## src/common/mmu_pkg.sv

```systemverilog
`default_nettype none

package mmu_pkg;

    //////////////////////////////
    // operand and result types
    //////////////////////////////

    // one matrix element as streamed by the caller
    typedef logic signed [7:0] operand_t;

    // one accumulated dot product, wide enough for N up to 2^16
    typedef logic signed [31:0] acc_t;

    localparam int OP_W  = $bits(operand_t);
    localparam int ACC_W = $bits(acc_t);

    //////////////////////////////
    // sequencer states
    //////////////////////////////

    typedef enum logic [1:0] {
        IDLE,
        LOAD,
        DRAIN
    } seq_state_t;

endpackage : mmu_pkg

`default_nettype wire
```

## src/rtl/mmu_top.sv

```systemverilog
`timescale 1ns/1ps
`default_nettype none

module mmu_top
    import mmu_pkg::*;
#(
    parameter int N = 4
) (
    input  logic                 clk,
    input  logic                 rst,
    input  logic                 start,
    input  logic                 in_valid,
    input  logic [N*OP_W-1:0]    a_west,
    input  logic [N*OP_W-1:0]    b_north,
    output logic                 busy,
    output logic                 done,
    output logic [N*N*ACC_W-1:0] result
);

    logic              step_en;
    logic              step_first;
    logic [N*OP_W-1:0] west_lanes;
    logic [N-1:0]      west_first;
    logic [N*OP_W-1:0] north_lanes;

    //////////////////////////////
    // control
    //////////////////////////////

    mmu_sequencer #(.N(N)) u_seq (
        .clk        (clk),
        .rst        (rst),
        .start      (start),
        .in_valid   (in_valid),
        .step_en    (step_en),
        .step_first (step_first),
        .busy       (busy),
        .done       (done)
    );

    //////////////////////////////
    // datapath
    //////////////////////////////

    operand_skew #(.N(N)) u_skew (
        .clk         (clk),
        .rst         (rst),
        .step_en     (step_en),
        .step_first  (step_first),
        .a_west      (a_west),
        .b_north     (b_north),
        .west_lanes  (west_lanes),
        .west_first  (west_first),
        .north_lanes (north_lanes)
    );

    systolic_array #(.N(N)) u_array (
        .clk         (clk),
        .rst         (rst),
        .west_lanes  (west_lanes),
        .west_first  (west_first),
        .north_lanes (north_lanes),
        .acc_flat    (result)
    );

endmodule : mmu_top

`default_nettype wire

```

## src/rtl/mmu_sequencer.sv

```systemverilog
`timescale 1ns/1ps
`default_nettype none

module mmu_sequencer
    import mmu_pkg::*;
#(
    parameter int N = 4
) (
    input  logic clk,
    input  logic rst,
    input  logic start,
    input  logic in_valid,
    output logic step_en,
    output logic step_first,
    output logic busy,
    output logic done
);

    localparam int STEP_W  = $clog2(N);
    localparam int DRAIN_W = $clog2(2 * N);

    localparam logic [STEP_W-1:0]  LAST_STEP  = STEP_W'(N - 1);
    localparam logic [DRAIN_W-1:0] LAST_DRAIN = DRAIN_W'(2 * N - 1);

    seq_state_t          state;
    logic [STEP_W-1:0]   step_cnt;
    logic [DRAIN_W-1:0]  drain_cnt;

    always_ff @(posedge clk or posedge rst) begin
        if (rst) begin
            state      <= IDLE;
            step_cnt   <= '0;
            drain_cnt  <= '0;
            step_en    <= 1'b0;
            step_first <= 1'b0;
            busy       <= 1'b0;
            done       <= 1'b0;
        end else begin
            // strobes last one cycle
            step_en    <= 1'b0;
            step_first <= 1'b0;
            done       <= 1'b0;
            case (state)
                IDLE: begin
                    // start carries step 0
                    if (start && in_valid) begin
                        state      <= LOAD;
                        step_cnt   <= STEP_W'(1);
                        step_en    <= 1'b1;
                        step_first <= 1'b1;
                        busy       <= 1'b1;
                    end
                end
                LOAD: begin
                    // start is ignored here, gaps just wait
                    if (in_valid) begin
                        step_en <= 1'b1;
                        if (step_cnt == LAST_STEP) begin
                            state     <= DRAIN;
                            drain_cnt <= '0;
                        end else begin
                            step_cnt <= step_cnt + 1'b1;
                        end
                    end
                end
                DRAIN: begin
                    // wait for the last step to reach the far corner
                    if (drain_cnt == LAST_DRAIN) begin
                        state <= IDLE;
                        busy  <= 1'b0;
                        done  <= 1'b1;
                    end else begin
                        drain_cnt <= drain_cnt + 1'b1;
                    end
                end
                default: state <= IDLE;
            endcase
        end
    end

endmodule : mmu_sequencer

`default_nettype wire

```

## src/rtl/operand_skew.sv

```systemverilog
`timescale 1ns/1ps
`default_nettype none

module operand_skew
    import mmu_pkg::*;
#(
    parameter int N = 4
) (
    input  logic              clk,
    input  logic              rst,
    input  logic              step_en,
    input  logic              step_first,
    input  logic [N*OP_W-1:0] a_west,
    input  logic [N*OP_W-1:0] b_north,
    output logic [N*OP_W-1:0] west_lanes,
    output logic [N-1:0]      west_first,
    output logic [N*OP_W-1:0] north_lanes
);

    // raw lane capture, lines up with the registered step_en
    logic [N*OP_W-1:0] a_cap;
    logic [N*OP_W-1:0] b_cap;

    // gated lanes, zero in slots that carry no step
    operand_t a_gate [N];
    operand_t b_gate [N];
    logic     first_gate;

    always_ff @(posedge clk or posedge rst) begin
        if (rst) begin
            a_cap      <= '0;
            b_cap      <= '0;
            a_gate     <= '{default: '0};
            b_gate     <= '{default: '0};
            first_gate <= 1'b0;
        end else begin
            a_cap      <= a_west;
            b_cap      <= b_north;
            first_gate <= step_first;
            for (int i = 0; i < N; i++) begin
                a_gate[i] <= step_en ? operand_t'(a_cap[i*OP_W +: OP_W]) : '0;
                b_gate[i] <= step_en ? operand_t'(b_cap[i*OP_W +: OP_W]) : '0;
            end
        end
    end

    //////////////////////////////
    // per-lane delay chains
    //////////////////////////////

    for (genvar i = 0; i < N; i++) begin : g_lane
        if (i == 0) begin : g_direct
            assign west_lanes[0 +: OP_W]  = a_gate[0];
            assign north_lanes[0 +: OP_W] = b_gate[0];
            assign west_first[0]          = first_gate;
        end else begin : g_delay
            // lane i waits i cycles so it meets its partner in the grid
            operand_t a_pipe [i];
            operand_t b_pipe [i];
            logic     f_pipe [i];

            always_ff @(posedge clk or posedge rst) begin
                if (rst) begin
                    a_pipe <= '{default: '0};
                    b_pipe <= '{default: '0};
                    f_pipe <= '{default: 1'b0};
                end else begin
                    a_pipe[0] <= a_gate[i];
                    b_pipe[0] <= b_gate[i];
                    f_pipe[0] <= first_gate;
                    for (int k = 1; k < i; k++) begin
                        a_pipe[k] <= a_pipe[k-1];
                        b_pipe[k] <= b_pipe[k-1];
                        f_pipe[k] <= f_pipe[k-1];
                    end
                end
            end

            assign west_lanes[i*OP_W +: OP_W]  = a_pipe[i-1];
            assign north_lanes[i*OP_W +: OP_W] = b_pipe[i-1];
            assign west_first[i]               = f_pipe[i-1];
        end
    end

endmodule : operand_skew

`default_nettype wire

```

## src/systolic_array/systolic_array.sv

```systemverilog
`timescale 1ns/1ps
`default_nettype none

module systolic_array
    import mmu_pkg::*;
#(
    parameter int N = 4
) (
    input  logic              clk,
    input  logic              rst,
    input  logic [N*OP_W-1:0] west_lanes,
    input  logic [N-1:0]      west_first,
    input  logic [N*OP_W-1:0] north_lanes,
    output logic [N*N*ACC_W-1:0] acc_flat
);

    // east_op[i][j] and south_op[i][j] feed cell (i,j)
    // the extra column and row catch the outputs of the far edge
    operand_t east_op    [N][N+1];
    logic     east_first [N][N+1];
    operand_t south_op   [N+1][N];

    //////////////////////////////
    // edge lanes
    //////////////////////////////

    for (genvar i = 0; i < N; i++) begin : g_west_edge
        assign east_op[i][0]    = west_lanes[i*OP_W +: OP_W];
        assign east_first[i][0] = west_first[i];
    end

    for (genvar j = 0; j < N; j++) begin : g_north_edge
        assign south_op[0][j] = north_lanes[j*OP_W +: OP_W];
    end

    //////////////////////////////
    // cell grid
    //////////////////////////////

    for (genvar i = 0; i < N; i++) begin : g_row
        for (genvar j = 0; j < N; j++) begin : g_col
            mac_pe u_pe (
                .clk            (clk),
                .rst            (rst),
                .west_in        (east_op[i][j]),
                .west_first_in  (east_first[i][j]),
                .north_in       (south_op[i][j]),
                .east_out       (east_op[i][j+1]),
                .east_first_out (east_first[i][j+1]),
                .south_out      (south_op[i+1][j]),
                .acc            (acc_flat[(i*N+j)*ACC_W +: ACC_W])
            );
        end
    end

endmodule : systolic_array

`default_nettype wire

```

## src/systolic_array/mac_pe.sv

```systemverilog
`timescale 1ns/1ps
`default_nettype none

module mac_pe
    import mmu_pkg::*;
(
    input  logic     clk,
    input  logic     rst,
    input  operand_t west_in,
    input  logic     west_first_in,
    input  operand_t north_in,
    output operand_t east_out,
    output logic     east_first_out,
    output operand_t south_out,
    output acc_t     acc
);

    // full-precision signed product of the two operands
    logic signed [2*OP_W-1:0] prod;

    assign prod = west_in * north_in;

    // operands hop one cell per cycle, tag travels with the row operand
    always_ff @(posedge clk or posedge rst) begin
        if (rst) begin
            east_out       <= '0;
            east_first_out <= 1'b0;
            south_out      <= '0;
        end else begin
            east_out       <= west_in;
            east_first_out <= west_first_in;
            south_out      <= north_in;
        end
    end

    // first step of a matrix restarts the sum
    always_ff @(posedge clk or posedge rst) begin
        if (rst) begin
            acc <= '0;
        end else if (west_first_in) begin
            acc <= acc_t'(prod);
        end else begin
            acc <= acc + acc_t'(prod);
        end
    end

endmodule : mac_pe

`default_nettype wire

```

## config.mk

```make
export PLATFORM = sky130hd
export DESIGN_NAME = mmu_top
export DESIGN_NICKNAME = d
export VERILOG_FILES = /design/src/common/mmu_pkg.sv /design/src/rtl/mmu_top.sv /design/src/rtl/mmu_sequencer.sv /design/src/rtl/operand_skew.sv /design/src/systolic_array/systolic_array.sv /design/src/systolic_array/mac_pe.sv
export SDC_FILE = /design/constraint.sdc
export NUM_CORES = 2
export LEC_CHECK = 0
export BUFFER_PORTS_ARGS = -buffer_cell sky130_fd_sc_hd__buf_2
export CAP_MARGIN = 20
export CORE_MARGIN = 3
export CORE_UTILIZATION = 63
export DETAILED_ROUTE_END_ITERATION = 6
export PLACE_DENSITY = 0.82
export SYNTH_ARGS = -nofsm -noshare
export SYNTH_HDL_FRONTEND = slang
export SYNTH_SLANG_ARGS = --single-unit
```

## constraint.sdc

```tcl
create_clock -name clk -period 30.6 [get_ports clk]
set_input_delay 1.53 -clock clk [delete_from_list [all_inputs] [get_ports clk]]
set_output_delay 1.53 -clock clk [all_outputs]
set_load 0.02 [all_outputs]
```

==> impl_metrics.env <==
export IMPL_fin_cells=12203
export IMPL_clock_latency_ns=0.75
export IMPL_slowest_delay_ns=0.55
export IMPL_clock_sinks=946
export IMPL_syn_instance_count=9597
export IMPL_r2r_cells=29
export IMPL_hold_path_class="register to register"
export IMPL_drv_slew=0
export IMPL_start_util_pct=63.65
export IMPL_nets=12127
export IMPL_syn2layout_area_growth_pct=10.08
export IMPL_holdCritStartpoint="u_skew.g_lane[3].g_delay.a_pipe[8]$_DFF_PP0_"
export IMPL_viasPerCell=5.761
export IMPL_die_area_mm2=0.1501
export IMPL_numPortBuffers=581
export IMPL_yosys_warnings=0
export IMPL_avgSynthCellArea_um2=9.550
export IMPL_overflow=0
export IMPL_drive_gt1_share_pct=9.515
export IMPL_async_reset_ff_share_pct=100.0
export IMPL_reg2reg_slack_ns=23.06
export IMPL_rsz0062_at_grt="no"
export IMPL_min_period_ns=7.544
export IMPL_core_area_mm2=0.1440
export IMPL_dp_cells=11986
export IMPL_cts_clk_slew_worst_paths_ns=0.07
export IMPL_status="completed"
export IMPL_cp_common_cell="inv_1"
export IMPL_min_delay_path_depth=0
export IMPL_die_h_um=387.4
export IMPL_synthDistinctLibCells=103
export IMPL_n_antenna_cell=0
export IMPL_drtIter0Drc=4330
export IMPL_holdPathEnd="u_skew.west_lanes[24]$_DFF_PP0_"
export IMPL_cts_htree_levels=3
export IMPL_vias=70304
export IMPL_syn_cell_area_mm2=0.09166
export IMPL_finalClockSkew_ns=0.02743
export IMPL_worst_hold_slack_ns=0.3430
export IMPL_layout_common_cells="1494 x inv_1, 963 x ha_1, 940 x dfrtp_1"
export IMPL_synth_edff_count=0
export IMPL_yosysSeqAreaShare_pct=25.83
export IMPL_drv_cap=0
export IMPL_num_rows=139
export IMPL_path_class="register to register"
export IMPL_postCtsHoldBufs=0
export IMPL_gp_routability_congestion=0.9631
export IMPL_postCtsSetupRepairBufs=0
export IMPL_cp_max_fo=16
export IMPL_drc=0
export IMPL_clockBufferDepth=3
export IMPL_antenna_found_initial=3
export IMPL_required_ns=31.25
export IMPL_io_pins=582
export IMPL_wl_met3_um=16930
export IMPL_layout_commonest_cell="inv_1"
export IMPL_cp_startpoint="u_array.g_row[1].g_col[0].u_pe.east_out[5]$_DFF_PP0_"
export IMPL_highest_layer="met5"
export IMPL_cts_tree="built"
export IMPL_grt_pass1_vias=73916
export IMPL_max_freq_ghz=0.1326
export IMPL_grt_max_degree=100
export IMPL_ant_nets=0
export IMPL_ys_ff_latch=946
export IMPL_firstDrtPassIters=7
export IMPL_worst_slew_pin_slew_ns=1.090
export IMPL_finalSetupViolations=0
export IMPL_wl_um=227200
export IMPL_cts_root_buf="clkbuf_16"
export IMPL_synth_nets=11524
export IMPL_slew_headroom_pct=26.96
export IMPL_met1Wirelength_um=92600
export IMPL_ctsResizeCount=0
export IMPL_groute_usage_overall_pct=30.63
export IMPL_tns_ns=0
export IMPL_detail_route_wl_per_cell_um=18.62
export IMPL_reg2reg_to="u_array.g_row[1].g_col[1].u_pe.acc[31]$_DFF_PP0_"
export IMPL_rr_startpoint="u_array.g_row[1].g_col[0].u_pe.east_out[5]$_DFF_PP0_"
export IMPL_hpwl_um=179400
export IMPL_fin_crit_sh_pct=24.65
export IMPL_cp_start_kind="register"
export IMPL_cts_made_buffers=112
export IMPL_die_width_um=387.4
export IMPL_hold_violations=0
export IMPL_grt_pass1_wl_um=377300
export IMPL_synth_main_ff_cell="dfrtp_1"
export IMPL_dr_wl_met2_um=109400
export IMPL_crit_path_end_kind="register"
export IMPL_arrival_ns=8.20
export IMPL_slowest_stage="fa_1"
[sequential cells by signal, indices dropped and copies added (netlist names), 32 cells and up]
| register | cells |
|---|---|
| u_skew.a_cap | 32 |
| u_skew.g_lane.g_delay.a_pipe | 32 |
| u_array.g_row.g_col.u_pe.acc | 512 |
| u_array.g_row.g_col.u_pe.east_out | 96 |
| u_skew.b_cap | 32 |
| u_skew.g_lane.g_delay.b_pipe | 32 |
| u_array.g_row.g_col.u_pe.south_out | 96 |
[worst max-delay path: cells and delay by family, from the launching register on]
kind,cells,cell delay (ns)
adder cells (fa/ha/maj),6,2.86
buffers and inverters,7,0.78
flip-flops,1,0.47
AND/OR/NAND/NOR,4,1.23
XOR/XNOR,1,0.15
AO/OA/AOI/OAI,11,1.95
[cell usage after synthesis, types with 72 or more instances]
library cell  count  area share [%]
nor2_1          320             1.3
clkbuf_1        116            0.48
nor3_1          108            0.59
o21a_1           75            0.61
mux2_2           72            0.88
fa_1            896              20
o21bai_1        125             1.0
xnor2_1         402             3.8
nand2_1         626             2.6
and2_1          777             5.3
a21oi_1         583             3.2
nand3_1         107            0.58
ha_1            963              13
xor2_1          271             2.6
o21ai_0         556             3.0
nor2b_1         155             1.1
inv_1          1495             6.1
dfrtp_1         946              26
a21o_1          267             2.2
nand2b_1         76            0.52
[layout make-up]
cell class              count  area, um2
flip-flops and latches    946      23690
well taps                1903       2381
clock buffers             141       3093
repair buffers            621       3241
multi-input cells        7022      61890
fillers                 10767      43110
clock inverters            73      970.9
inverters                1497       5627
[worst max-delay path by stage]
| stage | cells past startpoint | end | slack [ns] |
|---|---|---|---|
| floorplan | 1 | u_array.g_row[0].g_col[0].u_pe.acc[0]$_DFF_PP0_ | 2.47 |
| global placement | 28 | u_array.g_row[3].g_col[1].u_pe.acc[26]$_DFF_PP0_ | 23.18 |
| detailed placement | 28 | u_array.g_row[3].g_col[1].u_pe.acc[26]$_DFF_PP0_ | 23.13 |
| CTS | 28 | u_array.g_row[3].g_col[1].u_pe.acc[26]$_DFF_PP0_ | 23.08 |
| global route | 28 | u_array.g_row[3].g_col[1].u_pe.acc[26]$_DFF_PP0_ | 22.53 |
| finish | 29 | u_array.g_row[1].g_col[1].u_pe.acc[31]$_DFF_PP0_ | 23.06 |
[cell families (layout without fill, tap and decap cells)]
family	count (synthesis)	in the layout	share of synthesized area, %
flip-flops	946	946	25.83
AND/OR/NAND/NOR	2376	2376	13.48
adder cells (fa/ha/maj)	1859	1859	32.72
buffers and inverters	1629	2332	6.678
AO/OA/AOI/OAI	2026	2026	13.79
XOR/XNOR	673	673	6.431
multiplexers	88	88	1.073
[layer usage]
| layer | GRT usage (%) | up-vias |
|---|---|---|
| met2 | 51.49 | 2089 |
| li1 | - | 32882 |
| met3 | 6.732 | 419 |
| met4 | 10.30 | 2 |
| met5 | 0 | - |
| met1 | 39.38 | 34912 |
[per-stage QoR]
step	utilization [%]	setup slack (ns)	cell area [um2]
6_report	70.06	23.06	100900
5_1_grt	70.06	22.53	100900
4_1_cts	70.02	23.08	100800
3_5_place_dp	67.20	23.13	96770
3_3_place_gp	67.20	23.18	96770
2_1_floorplan	-	2.465	91660
Power is not shown: default switching activity piles up to over one toggle a cycle in this logic, so the estimate is an artifact.
